`config.mk`:
```
export PLATFORM = sky130hd
export DESIGN_NAME = chip_top
export DESIGN_NICKNAME = d
export VERILOG_FILES = /design/src/logic/chip_pkg.sv /design/src/logic/link_if.sv /design/src/logic/chip_top.sv /design/src/logic/repeater_buffer.sv /design/src/logic/repeater_node.sv /design/src/logic/tag_client.sv /design/src/logic/tag_master.sv
export SDC_FILE = /design/constraint.sdc
export NUM_CORES = 1
export LEC_CHECK = 0
export BUFFER_PORTS_ARGS = -buffer_cell sky130_fd_sc_hd__buf_2
export CORE_MARGIN = 2
export CORE_UTILIZATION = 50
export CTS_BUF_LIST = sky130_fd_sc_hd__clkbuf_8
export DETAILED_ROUTE_END_ITERATION = 10
export GPL_TIMING_DRIVEN = 0
export HOLD_SLACK_MARGIN = 0.15
export PLACE_DENSITY = 0.76
export SLEW_MARGIN = 20
export SYNTH_ARGS = -nofsm -noshare
export SYNTH_HDL_FRONTEND = slang
export SYNTH_SLANG_ARGS = --single-unit
```
`constraint.sdc`:
```
create_clock -name clk_i -period 2.56 [get_ports clk_i]
set_input_delay 0.256 -clock clk_i [delete_from_list [all_inputs] [get_ports clk_i]]
set_output_delay 0.256 -clock clk_i [all_outputs]
set_load 0.03 [all_outputs]
```
`src/logic/chip_pkg.sv`:
```
package chip_pkg;

  ////////////////////////////////////////
  // Link flits

  localparam int FLIT_W = 16;
  typedef logic [FLIT_W-1:0] flit_t;

  localparam int DID_W = 4;
  typedef logic [DID_W-1:0] did_t;

  ////////////////////////////////////////
  // Tag network

  localparam int TAG_NUM_CLIENTS = 2;

  localparam int TAG_ID_W = 1;
  typedef logic [TAG_ID_W-1:0] tag_id_t;

  // Payload is one reset bit on top of the did
  localparam int TAG_PAYLOAD_W = 5;
  localparam int TAG_RESET_BIT = 4;
  typedef logic [TAG_PAYLOAD_W-1:0] tag_payload_t;

  // Bit counter covers both the id and the payload fields
  localparam int TAG_CNT_W = $clog2(TAG_ID_W + TAG_PAYLOAD_W);
  typedef logic [TAG_CNT_W-1:0] tag_cnt_t;

  localparam tag_id_t CLIENT_PREV = 1'b0;
  localparam tag_id_t CLIENT_NEXT = 1'b1;

  typedef enum logic [1:0] {TAG_IDLE, TAG_ID, TAG_PAYLOAD} tag_state_e;

endpackage

```
`src/logic/link_if.sv`:
```
`timescale 1ns/100ps

// One channel in each direction, fwd runs A to B and rev runs B to A
interface link_if;
  logic            fwd_valid;
  chip_pkg::flit_t fwd_data;
  logic            fwd_ready;
  logic            rev_valid;
  chip_pkg::flit_t rev_data;
  logic            rev_ready;

  modport side_a
    (output fwd_valid
    ,output fwd_data
    ,input  fwd_ready
    ,input  rev_valid
    ,input  rev_data
    ,output rev_ready
    );

  modport side_b
    (input  fwd_valid
    ,input  fwd_data
    ,output fwd_ready
    ,output rev_valid
    ,output rev_data
    ,input  rev_ready
    );

endinterface

```
`src/logic/chip_top.sv`:
```
`timescale 1ns/100ps

module chip_top
  (input  logic            clk_i
  ,input  logic            rst_n_i
  ,input  logic            tag_data_i
  ,input  logic            tag_en_i

  ,input  logic            prev_a_in_valid_i
  ,input  chip_pkg::flit_t prev_a_in_data_i
  ,output logic            prev_a_in_ready_o
  ,output logic            prev_a_out_valid_o
  ,output chip_pkg::flit_t prev_a_out_data_o
  ,input  logic            prev_a_out_ready_i
  ,input  logic            prev_b_in_valid_i
  ,input  chip_pkg::flit_t prev_b_in_data_i
  ,output logic            prev_b_in_ready_o
  ,output logic            prev_b_out_valid_o
  ,output chip_pkg::flit_t prev_b_out_data_o
  ,input  logic            prev_b_out_ready_i

  ,input  logic            next_a_in_valid_i
  ,input  chip_pkg::flit_t next_a_in_data_i
  ,output logic            next_a_in_ready_o
  ,output logic            next_a_out_valid_o
  ,output chip_pkg::flit_t next_a_out_data_o
  ,input  logic            next_a_out_ready_i
  ,input  logic            next_b_in_valid_i
  ,input  chip_pkg::flit_t next_b_in_data_i
  ,output logic            next_b_in_ready_o
  ,output logic            next_b_out_valid_o
  ,output chip_pkg::flit_t next_b_out_data_o
  ,input  logic            next_b_out_ready_i

  ,output chip_pkg::did_t  prev_did_o
  ,output chip_pkg::did_t  next_did_o
  );

  logic                                 tag_bit;
  logic [chip_pkg::TAG_NUM_CLIENTS-1:0] tag_shift;
  logic [chip_pkg::TAG_NUM_CLIENTS-1:0] tag_commit;
  logic                                 prev_reset;
  logic                                 next_reset;

  link_if prev_a_link ();
  link_if prev_b_link ();
  link_if next_a_link ();
  link_if next_b_link ();

  ////////////////////////////////////////
  // Tag network

  tag_master
    btm
      (.clk_i        ( clk_i )
      ,.rst_n_i      ( rst_n_i )
      ,.tag_data_i   ( tag_data_i )
      ,.tag_en_i     ( tag_en_i )
      ,.tag_bit_o    ( tag_bit )
      ,.tag_shift_o  ( tag_shift )
      ,.tag_commit_o ( tag_commit )
      );

  tag_client
    btc_prev
      (.clk_i        ( clk_i )
      ,.rst_n_i      ( rst_n_i )
      ,.tag_bit_i    ( tag_bit )
      ,.tag_shift_i  ( tag_shift[chip_pkg::CLIENT_PREV] )
      ,.tag_commit_i ( tag_commit[chip_pkg::CLIENT_PREV] )
      ,.node_reset_o ( prev_reset )
      ,.did_o        ( prev_did_o )
      );

  tag_client
    btc_next
      (.clk_i        ( clk_i )
      ,.rst_n_i      ( rst_n_i )
      ,.tag_bit_i    ( tag_bit )
      ,.tag_shift_i  ( tag_shift[chip_pkg::CLIENT_NEXT] )
      ,.tag_commit_i ( tag_commit[chip_pkg::CLIENT_NEXT] )
      ,.node_reset_o ( next_reset )
      ,.did_o        ( next_did_o )
      );

  ////////////////////////////////////////
  // Port mapping, side A sends fwd and side B sends rev

  assign prev_a_link.fwd_valid = prev_a_in_valid_i;
  assign prev_a_link.fwd_data  = prev_a_in_data_i;
  assign prev_a_in_ready_o     = prev_a_link.fwd_ready;
  assign prev_a_out_valid_o    = prev_a_link.rev_valid;
  assign prev_a_out_data_o     = prev_a_link.rev_data;
  assign prev_a_link.rev_ready = prev_a_out_ready_i;

  assign prev_b_link.rev_valid = prev_b_in_valid_i;
  assign prev_b_link.rev_data  = prev_b_in_data_i;
  assign prev_b_in_ready_o     = prev_b_link.rev_ready;
  assign prev_b_out_valid_o    = prev_b_link.fwd_valid;
  assign prev_b_out_data_o     = prev_b_link.fwd_data;
  assign prev_b_link.fwd_ready = prev_b_out_ready_i;

  assign next_a_link.fwd_valid = next_a_in_valid_i;
  assign next_a_link.fwd_data  = next_a_in_data_i;
  assign next_a_in_ready_o     = next_a_link.fwd_ready;
  assign next_a_out_valid_o    = next_a_link.rev_valid;
  assign next_a_out_data_o     = next_a_link.rev_data;
  assign next_a_link.rev_ready = next_a_out_ready_i;

  assign next_b_link.rev_valid = next_b_in_valid_i;
  assign next_b_link.rev_data  = next_b_in_data_i;
  assign next_b_in_ready_o     = next_b_link.rev_ready;
  assign next_b_out_valid_o    = next_b_link.fwd_valid;
  assign next_b_out_data_o     = next_b_link.fwd_data;
  assign next_b_link.fwd_ready = next_b_out_ready_i;

  ////////////////////////////////////////
  // Repeater nodes

  repeater_node
    prev_node
      (.clk_i        ( clk_i )
      ,.rst_n_i      ( rst_n_i )
      ,.node_reset_i ( prev_reset )
      ,.side_a       ( prev_a_link.side_b )
      ,.side_b       ( prev_b_link.side_a )
      );

  repeater_node
    next_node
      (.clk_i        ( clk_i )
      ,.rst_n_i      ( rst_n_i )
      ,.node_reset_i ( next_reset )
      ,.side_a       ( next_a_link.side_b )
      ,.side_b       ( next_b_link.side_a )
      );

endmodule

```
`src/logic/repeater_buffer.sv`:
```
`timescale 1ns/100ps

module repeater_buffer
  #(parameter int WIDTH = chip_pkg::FLIT_W)
  (input  logic             clk_i
  ,input  logic             rst_n_i
  ,input  logic             clear_i
  ,input  logic             in_valid_i
  ,input  logic [WIDTH-1:0] in_data_i
  ,output logic             in_ready_o
  ,output logic             out_valid_o
  ,output logic [WIDTH-1:0] out_data_o
  ,input  logic             out_ready_i
  );

  logic             head_valid_r;
  logic             skid_valid_r;
  logic             ready_r;
  logic [WIDTH-1:0] head_data_r;
  logic [WIDTH-1:0] skid_data_r;
  logic             in_fire;
  logic             head_free;
  logic             head_valid_next;
  logic             skid_valid_next;

  assign in_fire   = in_valid_i & ready_r;
  assign head_free = ~head_valid_r | out_ready_i;

  // Skid slot only fills while the head is held
  always_comb
  begin
    head_valid_next = head_valid_r;
    skid_valid_next = skid_valid_r;
    if (head_free)
    begin
      head_valid_next = skid_valid_r | in_fire;
      skid_valid_next = skid_valid_r & in_fire;
    end
    else if (in_fire)
      skid_valid_next = 1'b1;
  end

  always_ff @(posedge clk_i)
  begin
    if (!rst_n_i || clear_i)
    begin
      head_valid_r <= 1'b0;
      skid_valid_r <= 1'b0;
      ready_r      <= 1'b0;
    end
    else
    begin
      head_valid_r <= head_valid_next;
      skid_valid_r <= skid_valid_next;
      ready_r      <= ~skid_valid_next;
    end
  end

  always_ff @(posedge clk_i)
  begin
    if (head_free)
      head_data_r <= skid_valid_r ? skid_data_r : in_data_i;
    if (in_fire && (skid_valid_r || !head_free))
      skid_data_r <= in_data_i;
  end

  assign in_ready_o  = ready_r;
  assign out_valid_o = head_valid_r;
  assign out_data_o  = head_data_r;

endmodule

```
`src/logic/repeater_node.sv`:
```
`timescale 1ns/100ps

module repeater_node
  (input  logic  clk_i
  ,input  logic  rst_n_i
  ,input  logic  node_reset_i
  ,link_if.side_b side_a
  ,link_if.side_a side_b
  );

  logic fwd_in_ready;
  logic fwd_out_valid;
  logic rev_in_ready;
  logic rev_out_valid;

  ////////////////////////////////////////
  // A to B

  repeater_buffer #(.WIDTH( chip_pkg::FLIT_W ))
    fwd_buf
      (.clk_i       ( clk_i )
      ,.rst_n_i     ( rst_n_i )
      ,.clear_i     ( node_reset_i )
      ,.in_valid_i  ( side_a.fwd_valid )
      ,.in_data_i   ( side_a.fwd_data )
      ,.in_ready_o  ( fwd_in_ready )
      ,.out_valid_o ( fwd_out_valid )
      ,.out_data_o  ( side_b.fwd_data )
      ,.out_ready_i ( side_b.fwd_ready )
      );

  ////////////////////////////////////////
  // B to A

  repeater_buffer #(.WIDTH( chip_pkg::FLIT_W ))
    rev_buf
      (.clk_i       ( clk_i )
      ,.rst_n_i     ( rst_n_i )
      ,.clear_i     ( node_reset_i )
      ,.in_valid_i  ( side_b.rev_valid )
      ,.in_data_i   ( side_b.rev_data )
      ,.in_ready_o  ( rev_in_ready )
      ,.out_valid_o ( rev_out_valid )
      ,.out_data_o  ( side_a.rev_data )
      ,.out_ready_i ( side_a.rev_ready )
      );

  // Node in reset shows nothing to either neighbour
  assign side_a.fwd_ready = fwd_in_ready & ~node_reset_i;
  assign side_b.fwd_valid = fwd_out_valid & ~node_reset_i;
  assign side_b.rev_ready = rev_in_ready & ~node_reset_i;
  assign side_a.rev_valid = rev_out_valid & ~node_reset_i;

endmodule

```
`src/logic/tag_client.sv`:
```
`timescale 1ns/100ps

module tag_client
  (input  logic            clk_i
  ,input  logic            rst_n_i
  ,input  logic            tag_bit_i
  ,input  logic            tag_shift_i
  ,input  logic            tag_commit_i
  ,output logic            node_reset_o
  ,output chip_pkg::did_t  did_o
  );

  chip_pkg::tag_payload_t shadow_r;
  chip_pkg::tag_payload_t shadow_next;
  chip_pkg::tag_payload_t cfg_r;

  // Payload shifts in LSB first
  assign shadow_next = chip_pkg::tag_payload_t'({tag_bit_i, shadow_r} >> 1);

  always_ff @(posedge clk_i)
  begin
    if (tag_shift_i)
      shadow_r <= shadow_next;
  end

  // Cold chip keeps its node in reset until configured
  always_ff @(posedge clk_i)
  begin
    if (!rst_n_i)
      cfg_r <= chip_pkg::tag_payload_t'(1) << chip_pkg::TAG_RESET_BIT;
    else if (tag_commit_i)
      cfg_r <= shadow_next;
  end

  assign node_reset_o = cfg_r[chip_pkg::TAG_RESET_BIT];
  assign did_o        = cfg_r[chip_pkg::DID_W-1:0];

endmodule

```
`src/logic/tag_master.sv`:
```
`timescale 1ns/100ps

module tag_master
  (input  logic                                 clk_i
  ,input  logic                                 rst_n_i
  ,input  logic                                 tag_data_i
  ,input  logic                                 tag_en_i
  ,output logic                                 tag_bit_o
  ,output logic [chip_pkg::TAG_NUM_CLIENTS-1:0] tag_shift_o
  ,output logic [chip_pkg::TAG_NUM_CLIENTS-1:0] tag_commit_o
  );

  chip_pkg::tag_state_e state_r;
  chip_pkg::tag_cnt_t   cnt_r;
  chip_pkg::tag_id_t    id_r;
  logic                 id_last;
  logic                 payload_last;

  assign id_last      = (cnt_r == chip_pkg::tag_cnt_t'(chip_pkg::TAG_ID_W - 1));
  assign payload_last = (cnt_r == chip_pkg::tag_cnt_t'(chip_pkg::TAG_PAYLOAD_W - 1));

  ////////////////////////////////////////
  // Frame decoder

  // Bits with tag_en_i low are ignored and the FSM holds
  always_ff @(posedge clk_i)
  begin
    if (!rst_n_i)
    begin
      state_r <= chip_pkg::TAG_IDLE;
      cnt_r   <= '0;
    end
    else if (tag_en_i)
    begin
      case (state_r)
        chip_pkg::TAG_IDLE:
        begin
          cnt_r <= '0;
          if (tag_data_i)
            state_r <= chip_pkg::TAG_ID;
        end
        chip_pkg::TAG_ID:
        begin
          cnt_r <= id_last ? '0 : cnt_r + 1'b1;
          if (id_last)
            state_r <= chip_pkg::TAG_PAYLOAD;
        end
        chip_pkg::TAG_PAYLOAD:
        begin
          cnt_r <= payload_last ? '0 : cnt_r + 1'b1;
          if (payload_last)
            state_r <= chip_pkg::TAG_IDLE;
        end
        default:
          state_r <= chip_pkg::TAG_IDLE;
      endcase
    end
  end

  // Id arrives LSB first
  always_ff @(posedge clk_i)
  begin
    if (tag_en_i && state_r == chip_pkg::TAG_ID)
      id_r <= chip_pkg::tag_id_t'({tag_data_i, id_r} >> 1);
  end

  ////////////////////////////////////////
  // Client tag lines

  assign tag_bit_o = tag_data_i;

  always_comb
  begin
    tag_shift_o  = '0;
    tag_commit_o = '0;
    for (int i = 0; i < chip_pkg::TAG_NUM_CLIENTS; i++)
    begin
      if (tag_en_i && state_r == chip_pkg::TAG_PAYLOAD && id_r == chip_pkg::tag_id_t'(i))
      begin
        tag_shift_o[i]  = 1'b1;
        tag_commit_o[i] = payload_last;
      end
    end
  end

endmodule

```
## Yosys cells after proc, flatten, opt, wreduce, memory -nomap -nowiden

Index checks and enable logic that the tools add are counted.

- Output and inout port bits: 80
- Word-level logic and storage cells: 116
- Bits in latches: 0
- Bits in read-only memories: 0
- Memories kept: 0
- Memory bits (writable): 0
- Register bits: 166

- Reduce and logical (&&, ||, !) cells: 24
- Order comparisons: 0
- Multiplexer cells: 23
- Multiply operators: 0
- Div/mod/pow operators: 0
- $add $sub $neg: 1
- Eq/ne operators: 6
- Bitwise logic cells: 35
- Shifts and indexed selects: 0

Operators with widths:

| operator | number |
|---|---|
| $mux 16 | 4 |
| $and 1x1->1 | 16 |
| $mux 1 | 12 |
| $not 1->1 | 11 |
| $pmux 3 s3 | 1 |
| $logic_and 1x1->1 | 8 |
| $or 1x1->1 | 8 |
| $logic_or 1x1->1 | 6 |
| $mux 2 | 3 |
| $mux 3 | 2 |
| $pmux 2 s3 | 1 |
| $logic_not 1->1 | 5 |
| $ne 2x1->1 const B | 2 |
| $reduce_and 4->1 | 1 |
| $add 3x1->3 const B | 1 |
| $eq 3x3->1 const B | 1 |
| $logic_not 3->1 | 1 |
| $reduce_bool 3->1 | 1 |
| $eq 2x1->1 const B | 1 |
| $eq 2x2->1 const B | 1 |
| $logic_not 2->1 | 1 |
| $ne 2x2->1 const B | 1 |
| $reduce_and 2->1 | 1 |

## Longest topological paths before layout

Gate-level depths: netlist of run 1.

- Depth in word-level cells: 5
- Gate-level depth with buffers: 7
- Depth with buffers taken out: 6

## Hierarchy

Synthesis of run 1 repeated with hierarchy kept, for this count alone.

- Cells, all modules: 352
- Area total of the unflattened synthesis: 6441.2 µm²

Modules (own cells, without submodules):

| module | cells an instance | area each (µm²) | instances | sequential area each (µm²) |
|---|---|---|---|---|
| repeater_buffer | 64 | 1337.5 | 4 | 1021.0 |
| tag_client | 20 | 310.3 | 2 | 220.2 |
| tag_master | 48 | 420.4 | 1 | 130.1 |
| repeater_node | 4 | 25.0 | 2 | 0.0 |

## Least setup slack after synthesis of run 1

OpenSTA, ideal clock, no wires.

- Path type: reg2reg
- Start: reg next_node.rev_buf.skid_valid_r
- End: reg next_node.rev_buf.skid_data_r[0] (enable)
- Path slack: 0.677 ns
- Arrival time: 1.494 ns
- Period minus slack after synthesis: 1.883 ns
- Library setup time: 0.388 ns
- Data required time: 2.172 ns
- Cell stages (with the launch flop): 5
- Cells stage by stage: dfxtp_1 -> buf_2 -> buf_2 -> nor2_1 -> nor2_1

- Word-level cells in the longest chain between the ends: 2

RTL lines:

| element | RTL line | source |
|---|---|---|
| start: declaration | repeater_buffer.sv:17 | `logic skid_valid_r;` |
| start signal: assignment | repeater_buffer.sv:54 | `skid_valid_r <= skid_valid_next;` |
| $logic_or 1x1->1 | repeater_buffer.sv:63 | `if (in_fire && (skid_valid_r \|\| !head_free))` |
| $logic_and 1x1->1 | repeater_buffer.sv:63 |  |
| end signal: assignment | repeater_buffer.sv:64 | `skid_data_r <= in_data_i;` |
| end: declaration | repeater_buffer.sv:20 | `logic [WIDTH-1:0] skid_data_r;` |

Every way passes these cells.
A chain may end at the register's enable or synchronous reset.

## Final worst setup path of run 1

- Start: reg prev_node.rev_buf.skid_valid_r
- End: reg prev_node.rev_buf.skid_data_r[13] (enable)

- Word-level cells in the longest chain between the ends: 2

RTL lines:

| element | RTL line |
|---|---|
| start: declaration | repeater_buffer.sv:17 |
| start signal: assignment | repeater_buffer.sv:54 |
| $logic_or 1x1->1 | repeater_buffer.sv:63 |
| $logic_and 1x1->1 | repeater_buffer.sv:63 |
| end signal: assignment | repeater_buffer.sv:64 |
| end: declaration | repeater_buffer.sv:20 |

Every way passes these cells.

==> metrics, run 1 <==
outcome complete, no violations; max-slew violations 0; cell area after layout 8240 um^2; Tot Pwr 5.33 mW; I/O Pins 156; largest net degree at the start of global routing 18; Reg clk slew, reported paths 0.08 ns; Finished Layout Cells 758; TritonCTS clock tree done; Root Driver clkbuf_8; filler cell count 806; syn_area_per_cell ~17 um^2; cell count after synthesis roughly 360; asr flop ratio synth 0%; final number of setup-violating endpoints 0; proportion of synthesized area in mux cells 13.7%; Post-Synth XOR/XNOR Area 0%; CP Max Fanout 16; simple-gate portion of the synthesized area 5.49%; power density over the cells roughly 650 nW/um^2; Final #Nets 680; Max H-tree Level 4; number of global-route vias before repair 3924; top post-synthesis cells by count edfxtp_1, mux2_2, dfxtp_1; DRC viols 0; RSZ-0062 raised after global routing no; clock skew between 0.009 and 0.01 ns; max_slew headroom 44.6%; Min Clock Period, post-route 1.99 ns; Die H 115 um; global-route wire length before repair 18800 um; GRT Util Overall 18.6%; final core utilization 68.6%; Reg power frac between 50 and 60%; Initial Utilization between 50 and 60%; std cell rows 40; Ant. Diodes 0; Hold Vio Cnt, Final 0; Core Footprint 12000 um^2; Fin Hold WS approximately 0.2 ns; share of cells above drive strength 1 44.0%; routed wire length 12100 um; mapped cell area just over 6000 um^2; die area 13200 um^2; DP HPWL 7940 um; wire length per cell 16.0 um; Syn Nets 437; Via-to-Cell Ratio a little under 5; worst slew pin tran just over 0.8 ns; post-synth cell types 28; number of enable flip-flop cells after synthesis 137; port bufs 155; top-count cell post-synth edfxtp_1; Data required, critical path 2.63 ns; CTS Buf Count 17; combinational family with the most area after synthesis multiplexers; Clk Latency, worst-skew pair approximately 0.45 ns; Placement Setup Slack 0.550 ns; Crit path arrival time 2.06 ns; post-synthesis sequential area ratio between 70 and 80%; post-CTS setup buffers 0; placed cell count 657; Final period util slightly below 80%; Hold Crit Class input port to register; Clock power frac 36.8%; Hold-fix buffers, CTS 69; GRT overflow 0; Max IR drop VDD 0.464 mV; Post-DRT Antenna Nets 0; Post-Synth Adder-Cell Area under 10%; Setup WS post-layout 0.572 ns; initial antenna violation count 0; post-synth top area share approximately 67%; Logic pwr share 7.7%; Final GP Congestion 0.771; Yosys warning count 0; Crit Path Class register to register; fmax 503 MHz; ys flop type edfxtp_1; Max Cap Viol 0; via count 3771; Syn-to-layout area delta 34.0%; Sw Share 21.6%; internal power 4.18 mW; DIE WIDTH 115 um; sum of negative setup slack 0 ns; Leak 3.21 nW; DR pass1 iterations 4; leading area contributor after synthesis edfxtp_1; endpoint type of the worst setup path register; NetSw about 1.2 mW; Synth area leaders edfxtp_1, mux2_2, dfxtp_1, nor2b_1, mux2i_1; CP startpoint kind register; Sink Count 164; Longest Clk Path Bufs 2; Yosys reg bits between 150 and 200; Iteration-0 DRC Markers 266; Compound-Gate Fraction of Synth Area 2.36%; # resized after CTS 0; DP Area 7120 um^2
==> cells by family after synthesis <==
logic type | after synthesis
buffers and inverters | 21
AND/OR/NAND/NOR | 64
multiplexers | 76
adder cells (fa/ha/maj) | 6
AO/OA/AOI/OAI | 24
flip-flops | 164
==> sequential cells by signal, summed over array words and instances, names as in the netlist, 4 cells and up <==
signal,cells
btc_next.cfg_r,5
next_node.fwd_buf.skid_data_r,16
btc_next.shadow_r,4
next_node.rev_buf.skid_data_r,16
prev_node.fwd_buf.out_data_o,16
next_node.rev_buf.out_data_o,16
btc_prev.cfg_r,5
prev_node.fwd_buf.skid_data_r,16
prev_node.rev_buf.out_data_o,16
prev_node.rev_buf.skid_data_r,16
btc_prev.shadow_r,4
next_node.fwd_buf.out_data_o,16
==> worst max-delay path: stages (launching register included) <==
cell     delay, ns
dfxtp_1       0.31
buf_2         0.25
buf_2         0.30
nor2_1        0.11
nor2_2        0.65
==> power by group through the flow <==
stage                     Combinational (mW)  Sequential (mW)  Clock, mW
after floorplan                       0.0729             3.13          0
after global placement                 0.317             3.02          0
after detailed placement               0.326             3.02          0
after CTS                              0.409             2.96       2.00
after global routing                   0.439             2.96       2.08
final                                  0.411             2.96       1.96
==> worst paths after layout <==
path,start,end,slack (ns),cells past startpoint
setup / recovery,prev_node.rev_buf.skid_valid_r$_SDFF_PP0_,prev_node.rev_buf.skid_data_r[13]$_DFFE_PP_,0.57,4
setup reg to reg,prev_node.rev_buf.skid_valid_r$_SDFF_PP0_,prev_node.rev_buf.skid_data_r[13]$_DFFE_PP_,0.57,4
hold / removal,tag_en_i,btm.id_r$_DFFE_PP_,0.20,2
hold reg to reg,btc_next.shadow_r[3]$_DFFE_PP_,btc_next.shadow_r[2]$_DFFE_PP_,0.45,0
==> layout by cell type (no fill, tap or decap), types with 10 or more instances in the layout <==
cell / count
buf_2: 163
edfxtp_1: 137
dlygate4sd3_1: 69
mux2_2: 64
dfxtp_1: 27
nor2b_1: 22
clkbuf_8: 20
nand2_1: 13
mux2i_1: 12
inv_1: 11
a21oi_1: 10
==> routing by layer <==
layer  share of wire, %  global-route usage, %
met1                 42                   21.6
met2                 48                   31.3
met3                7.4                   6.38
met4                2.3                   8.92
met5                  0                      0
==> area by class of cell <==
type / count / area [um^2] / area share, %
well taps: 147 / 184 / 2.23
multi-input cells: 170 / 1410 / 17.1
clock buffers: 20 / 275 / 3.34
flip-flops and latches: 164 / 4650 / 56.5
repair buffers: 224 / 1470 / 17.8
clock inverters: 12 / 155 / 1.88
inverters: 10 / 37.5 / 0.456
plain buffers: 11 / 58.8 / 0.714
Note: power is estimated with default switching activity, not from simulation.
==> run 2: changes to the inputs <==
- CORE_UTILIZATION: 50 -> 49
- PLACE_DENSITY: 0.76 -> 0.78
- clock period: 2.56 -> 1.7 ns (I/O delays scaled with it)
==> run 2 against run 1 <==
Final cell count is 4.1% higher. Setup slack worse by 0.46 ns. Global-route usage is 1.7 points higher. Register-to-register slack worse by 0.46 ns. Flip-flop and latch count stayed put. Non-clock buffer count is 10 higher. Critical endpoint is now prev_node.rev_buf.skid_valid_r$_SDFF_PP0_. Largest cell class unchanged.
==> metrics, run 2 (synthesis results as in run 1) <==
outcome complete, no violations (unchanged); R2R Setup Slk 0.11 ns (was 0.57 ns); FF-to-FF path depth 5 (was 4); Reg clk slew, reported paths 0.08 ns (about the same); I/O Pins 156 (unchanged); CP cell instances clkbuf_4 > buf_4 > a21oi_1 > nor3_1 > dlygate4sd3_1 (was buf_2 > buf_2 > nor2_1 > nor2_2); most frequent cells in the layout buf_2, edfxtp_1, dlygate4sd3_1, mux2_2, dfxtp_1 (unchanged); worst reg2reg endpoint prev_node.rev_buf.skid_valid_r$_SDFF_PP0_ (was prev_node.rev_buf.skid_data_r[13]$_DFFE_PP_); CP Max Fanout 10 (was 16); worst hold start next_a_out_ready_i (was tag_en_i); final core utilization 69.6% (was 68.6%); CTS Buf Count 17 (unchanged); Fin Hold WS 0.227 ns (was 0.199 ns); worst hold path depth 4 (was 2); Longest Clk Path Bufs 2 (unchanged); Sink Count 164 (unchanged); delay-heaviest family, CP buffers and inverters (was simple AND/OR/NAND/NOR gates); largest net degree at the start of global routing 18 (unchanged); CP startpoint kind register (unchanged); Placement Setup Slack -0.320 ns (was 0.550 ns); DP Area 7150 um^2 (was 7120 um^2); die area 13500 um^2 (was 13200 um^2); Hold Path Sink next_node.rev_buf.out_valid_o$_SDFFE_PP0N_ (was btm.id_r$_DFFE_PP_); Data required, critical path 2.02 ns (was 2.63 ns); Slowest cell on crit path dlygate4sd3_1 (was nor2_2); CP max stage delay 0.55 ns (was 0.65 ns); power density over the cells 948 nW/um^2 (was 647 nW/um^2); Leak 3.27 nW (was 3.21 nW); Syn-to-layout area delta 37.1% (was 34.0%); clock skew 0.0146 ns (was 0.00966 ns); worst slew pin tran 0.715 ns (was 0.830 ns); GRT overflow 0 (unchanged); max-slew violations 0 (unchanged); Max H-tree Level 4 (unchanged); Root Driver clkbuf_8 (unchanged); Iteration-0 DRC Markers 227 (was 266); DIE WIDTH 116 um (was 115 um); port bufs 155 (unchanged); final number of setup-violating endpoints 0 (unchanged); Final #Nets 690 (was 680); Worst R2R Start prev_node.rev_buf.skid_valid_r$_SDFF_PP0_ (unchanged); wire length per cell 16.5 um (was 16.0 um); fmax 629 MHz (was 503 MHz); DRC viols 0 (unchanged); number of global-route vias before repair 4187 (was 3924); Crit Path Class register to register (unchanged); std cell rows 40 (unchanged); share of cells above drive strength 1 44.3% (was 44.0%); TritonCTS clock tree done (unchanged); Die H 116 um (was 115 um); Hold Vio Cnt, Final 0 (unchanged); commonest non-fill, non-tap cell in the layout buf_2 (unchanged); Max IR drop VDD 0.524 mV (was 0.464 mV); Ant. Diodes 0 (unchanged); Max Cap Viol 0 (unchanged); Final GP Congestion 0.754 (was 0.771); via count 3888 (was 3771); global-route wire length before repair 20600 um (was 18800 um); Hold Crit Class input port to register (unchanged); max_slew headroom 52.3% (was 44.6%); cell area after layout 8430 um^2 (was 8240 um^2); Via-to-Cell Ratio 4.93 (was 4.97); Post-DRT Antenna Nets 0 (unchanged); Crit path arrival time 1.92 ns (was 2.06 ns); routed wire length 13000 um (was 12100 um); Setup WS post-layout 0.109 ns (was 0.572 ns); DR pass1 iterations 4 (unchanged); GRT Util Overall 20.3% (was 18.6%); CP bufs+invs 3 (was 2); Final period util 93.6% (was 77.6%); initial antenna violation count 0 (unchanged); Clk Latency, worst-skew pair 0.45 ns (about the same); Initial Utilization 50.8% (was 51.2%); Core Footprint 12100 um^2 (was 12000 um^2); filler cell count 849 (was 806); endpoint type of the worst setup path register (unchanged); Min Clock Period, post-route 1.59 ns (was 1.99 ns); DP HPWL 8070 um (was 7940 um)
==> run 2: worst max path at each step <==
stage,start,slack [ns],to,cells past startpoint
6_report,prev_node.rev_buf.skid_valid_r$_SDFF_PP0_,0.11,prev_node.rev_buf.skid_valid_r$_SDFF_PP0_,5
3_3_place_gp,prev_node.fwd_buf.skid_valid_r$_SDFF_PP0_,-0.29,prev_node.fwd_buf.skid_data_r[10]$_DFFE_PP_,4
4_1_cts,prev_node.fwd_buf.skid_valid_r$_SDFF_PP0_,0.03,prev_node.fwd_buf.skid_valid_r$_SDFF_PP0_,5
2_1_floorplan,next_node.rev_buf.skid_valid_r$_SDFF_PP0_,0.07,next_node.rev_buf.skid_data_r[0]$_DFFE_PP_,4
5_1_grt,btm.state_r[0]$_SDFFE_PN0P_,-0.02,btm.state_r[0]$_SDFFE_PN0P_,6
3_5_place_dp,next_node.fwd_buf.skid_valid_r$_SDFF_PP0_,-0.32,next_node.fwd_buf.skid_data_r[6]$_DFFE_PP_,4
==> run 2: routing by layer <==
metal / wire [um] / track usage, % / vias up
met2: 6510 / 34.8 / 162
li1: - / - / 1834
met5: 0 / 0 / -
met1: 5270 / 23.2 / 1869
met4: 225 / 8.25 / 0
met3: 1020 / 7.43 / 23
==> run 2: stage by stage <==
step	power, mW	setup TNS (ns)	instances
final	7.99	0	789
after global routing	8.25	-0.0169	789
after CTS	8.04	0	788
after detailed placement	5.04	-19.21	678
after global placement	5.02	-16.79	678
after floorplan	4.83	0	355
==> run 2: what timing repair did <==
action / in CTS / in global routing
pin swaps: 4 / 1
setup buffers: 4 / 1
hold buffers: 74 / 0
resized for setup: 4 / 10
hold endpoints to repair: 148 / 0
endpoints found under the setup margin: 64 / 5
==> run 2: area by class of cell <==
| class | instances | area [um^2] | share of cell area (%) |
|---|---|---|---|
| Inverter | 10 | 37.5 | 0.445 |
| Multi-Input combinational cell | 170 | 1440 | 17.0 |
| Tap cell | 168 | 210 | 2.49 |
| Timing Repair Buffer | 234 | 1600 | 19.0 |
| Buffer | 11 | 71.3 | 0.846 |
| Clock inverter | 13 | 156 | 1.85 |
| Sequential cell | 164 | 4650 | 55.2 |
| Clock buffer | 19 | 262 | 3.10 |
==> run 2: worst reg2reg max path, stage by stage (launching register included) <==
cell and delay [ns]:
dfxtp_1 0.31, clkbuf_4 0.19, buf_4 0.20, a21oi_1 0.18, nor3_1 0.06, dlygate4sd3_1 0.55
==> run 2: power breakdown <==
part / internal, mW / switching [mW]
Combinational: 0.300 / 0.336
Clock: 1.53 / 1.37
Sequential: 4.43 / 0.0308
==> run 3: changes to the inputs <==
- CORE_UTILIZATION: 49 -> 33
- PLACE_DENSITY: 0.78 -> not set
==> run 3 against run 2 <==
Via count fell by 2.0%. Non-clock buffer count did not move. Worst hold slack got worse by 0.025 ns. Total power fell by 1.3%. Design area rose by 0.43%. Count of clock-buffer cells in the layout fell by 2. Utilization fell by 23 points. Flip-flop and latch count did not move. Setup slack improved by 0.0034 ns. Clock skew fell by 0.0074 ns. Global-route usage fell by 7.1 points. Critical path type unchanged. Critical endpoint is now btm.state_r[0]$_SDFFE_PN0P_. Largest power group unchanged. Highest routed layer unchanged.
==> metrics, run 3 (synthesis results as in run 1) <==
Finished Layout Cells 849 (was 789); Syn-to-layout area delta 37.7% (was 37.1%); Min Clock Period, post-route 1.59 ns (about the same); Worst R2R Start btm.state_r[0]$_SDFFE_PN0P_ (was prev_node.rev_buf.skid_valid_r$_SDFF_PP0_); Slowest cell on crit path dfxtp_1 (was dlygate4sd3_1); Setup WS post-layout 0.113 ns (was 0.109 ns); Reg clk slew, reported paths 0.09 ns (was 0.08 ns); share of cells above drive strength 1 44.4% (was 44.3%); most frequent cells in the layout buf_2, edfxtp_1, dlygate4sd3_1, mux2_2, dfxtp_1 (unchanged); Crit path arrival time 1.95 ns (was 1.92 ns); wire length per cell 15.1 um (was 16.5 um); Hold Path Sink prev_node.rev_buf.skid_valid_r$_SDFF_PP0_ (was next_node.rev_buf.out_valid_o$_SDFFE_PP0N_); Tot Pwr 7.89 mW (was 7.99 mW); Ant. Diodes 0 (unchanged); max-slew violations 0 (unchanged); endpoint type of the worst setup path register (unchanged); Max H-tree Level 4 (unchanged); DR pass1 iterations 6 (was 4); Sink Count 164 (unchanged); filler cell count 1586 (was 849); R2R Setup Slk 0.11 ns (about the same); Post-DRT Antenna Nets 0 (unchanged); CP startpoint kind register (unchanged); Placement Setup Slack -0.367 ns (was -0.320 ns); GRT overflow 0 (unchanged); Iteration-0 DRC Markers 99 (was 227); sum of negative setup slack 0 ns (unchanged); Root Driver clkbuf_8 (unchanged); Leak 3.26 nW (was 3.27 nW); initial antenna violation count 0 (unchanged); CP Max Fanout 5 (was 10); FF-to-FF path depth 5 (unchanged); Die H 141 um (was 116 um); max_slew headroom 54.1% (was 52.3%); Core Footprint 18100 um^2 (was 12100 um^2); area taken by multi-input logic gates 1430 um^2 (was 1440 um^2); I/O Pins 156 (unchanged); number of global-route vias before repair 4219 (was 4187); port bufs 155 (unchanged); via count 3810 (was 3888); final core utilization 46.7% (was 69.6%); DRC viols 0 (unchanged); TritonCTS clock tree done (unchanged); worst hold path depth 4 (unchanged); DP HPWL 8670 um (was 8070 um); Hold Vio Cnt, Final 0 (unchanged); clock skew 0.00723 ns (was 0.0146 ns); CP cell instances inv_1 > ha_1 > or2_2 > a21oi_2 > mux2i_1 (was clkbuf_4 > buf_4 > a21oi_1 > nor3_1 > dlygate4sd3_1); GRT Util Overall 13.3% (was 20.3%); register area 4650 um^2 (unchanged); CP max stage delay 0.40 ns (was 0.55 ns); commonest non-fill, non-tap cell in the layout buf_2 (unchanged); global-route wire length before repair 20600 um (about the same); Longest Clk Path Bufs 2 (unchanged); routed wire length 12800 um (was 13000 um); Max Cap Viol 0 (unchanged); Crit Path Class register to register (unchanged); worst reg2reg endpoint btm.state_r[0]$_SDFFE_PN0P_ (was prev_node.rev_buf.skid_valid_r$_SDFF_PP0_); std cell rows 49 (was 40); placed cell count 739 (was 678); Data required, critical path 2.06 ns (was 2.02 ns); fmax 630 MHz (was 629 MHz); worst slew pin tran 0.688 ns (was 0.715 ns); outcome complete, no violations (unchanged); Clk Latency, worst-skew pair 0.44 ns (was 0.45 ns); largest net degree at the start of global routing 18 (unchanged); DIE WIDTH 141 um (was 116 um); Final GP Congestion 0.740 (was 0.754); Hold Crit Class input port to register (unchanged); Max IR drop VDD 0.497 mV (was 0.524 mV); CTS Buf Count 17 (unchanged); Final period util 93.4% (was 93.6%); Via-to-Cell Ratio 4.49 (was 4.93); die area 19700 um^2 (was 13500 um^2); final number of setup-violating endpoints 0 (unchanged); Final #Nets 690 (unchanged); worst hold start prev_a_out_ready_i (was next_a_out_ready_i); Initial Utilization 33.9% (was 50.8%); power density over the cells 931 nW/um^2 (was 948 nW/um^2)
==> run 3: area by class of cell <==
type,instances,share of cell area (%)
Sequential cell,164,55.0
Timing Repair Buffer,234,18.9
Multi-Input combinational cell,170,16.9
Tap cell,229,3.38
Clock buffer,17,2.76
Clock inverter,14,1.85
Buffer,11,0.798
Inverter,10,0.443
==> run 3: report_power, final <==
| part | total [mW] | switching (mW) | internal (mW) |
|---|---|---|---|
| sequential | 4.45 | 0.0281 | 4.43 |
| clock | 2.81 | 1.49 | 1.32 |
| combinational | 0.622 | 0.325 | 0.297 |
| total | 7.89 | 1.84 | 6.05 |
==> run 3: layer usage <==
| metal | track usage (%) | part of all wire, % | vias up |
|---|---|---|---|
| li1 | - | - | 1837 |
| met4 | 4.63 | 1.2 | 0 |
| met5 | 0 | 0 | - |
| met1 | 15.6 | 43 | 1834 |
| met2 | 22.4 | 48 | 127 |
| met3 | 4.96 | 7.5 | 12 |
==> run 3: worst max-delay path: cells and delay by family, from the launching register on <==
| kind | cells | cell delay, ns |
|---|---|---|
| AO/OA/AOI/OAI | 1 | 0.21 |
| multiplexers | 1 | 0.22 |
| AND/OR/NAND/NOR | 1 | 0.34 |
| buffers and inverters | 1 | 0.09 |
| flip-flops | 1 | 0.40 |
| adder cells (fa/ha/maj) | 1 | 0.26 |
==> run 3: stage by stage <==
stage	hold WS [ns]	cell area [um^2]
2_1_floorplan	0.269	6160
6_report	0.202	8470
4_1_cts	0.152	8460
3_5_place_dp	0.362	7220
3_3_place_gp	0.360	7220
5_1_grt	0.164	8470
==> run 3: worst max-delay path by stage <==
stage	slack, ns	end	cells after the start	start
6_report	0.11	btm.state_r[0]$_SDFFE_PN0P_	5	btm.state_r[0]$_SDFFE_PN0P_
5_1_grt	-0.001	btc_next.cfg_r[4]$_SDFFE_PN1P_	7	btm.state_r[0]$_SDFFE_PN0P_
4_1_cts	0.02	prev_node.fwd_buf.skid_valid_r$_SDFF_PP0_	5	prev_node.fwd_buf.skid_valid_r$_SDFF_PP0_
3_5_place_dp	-0.37	next_node.rev_buf.skid_data_r[1]$_DFFE_PP_	4	next_node.rev_buf.skid_valid_r$_SDFF_PP0_
3_3_place_gp	-0.31	next_node.fwd_buf.skid_data_r[12]$_DFFE_PP_	4	next_node.fwd_buf.skid_valid_r$_SDFF_PP0_
2_1_floorplan	0.07	next_node.rev_buf.skid_data_r[0]$_DFFE_PP_	4	next_node.rev_buf.skid_valid_r$_SDFF_PP0_
==> run 3: what timing repair did <==
action | CTS | global route
setup endpoints to repair | 64 | 2
pin swaps | 4 | 0
hold buffers | 72 | 0
hold endpoints to repair | 148 | 0
gates resized for setup | 4 | 5
setup buffers | 7 | 0
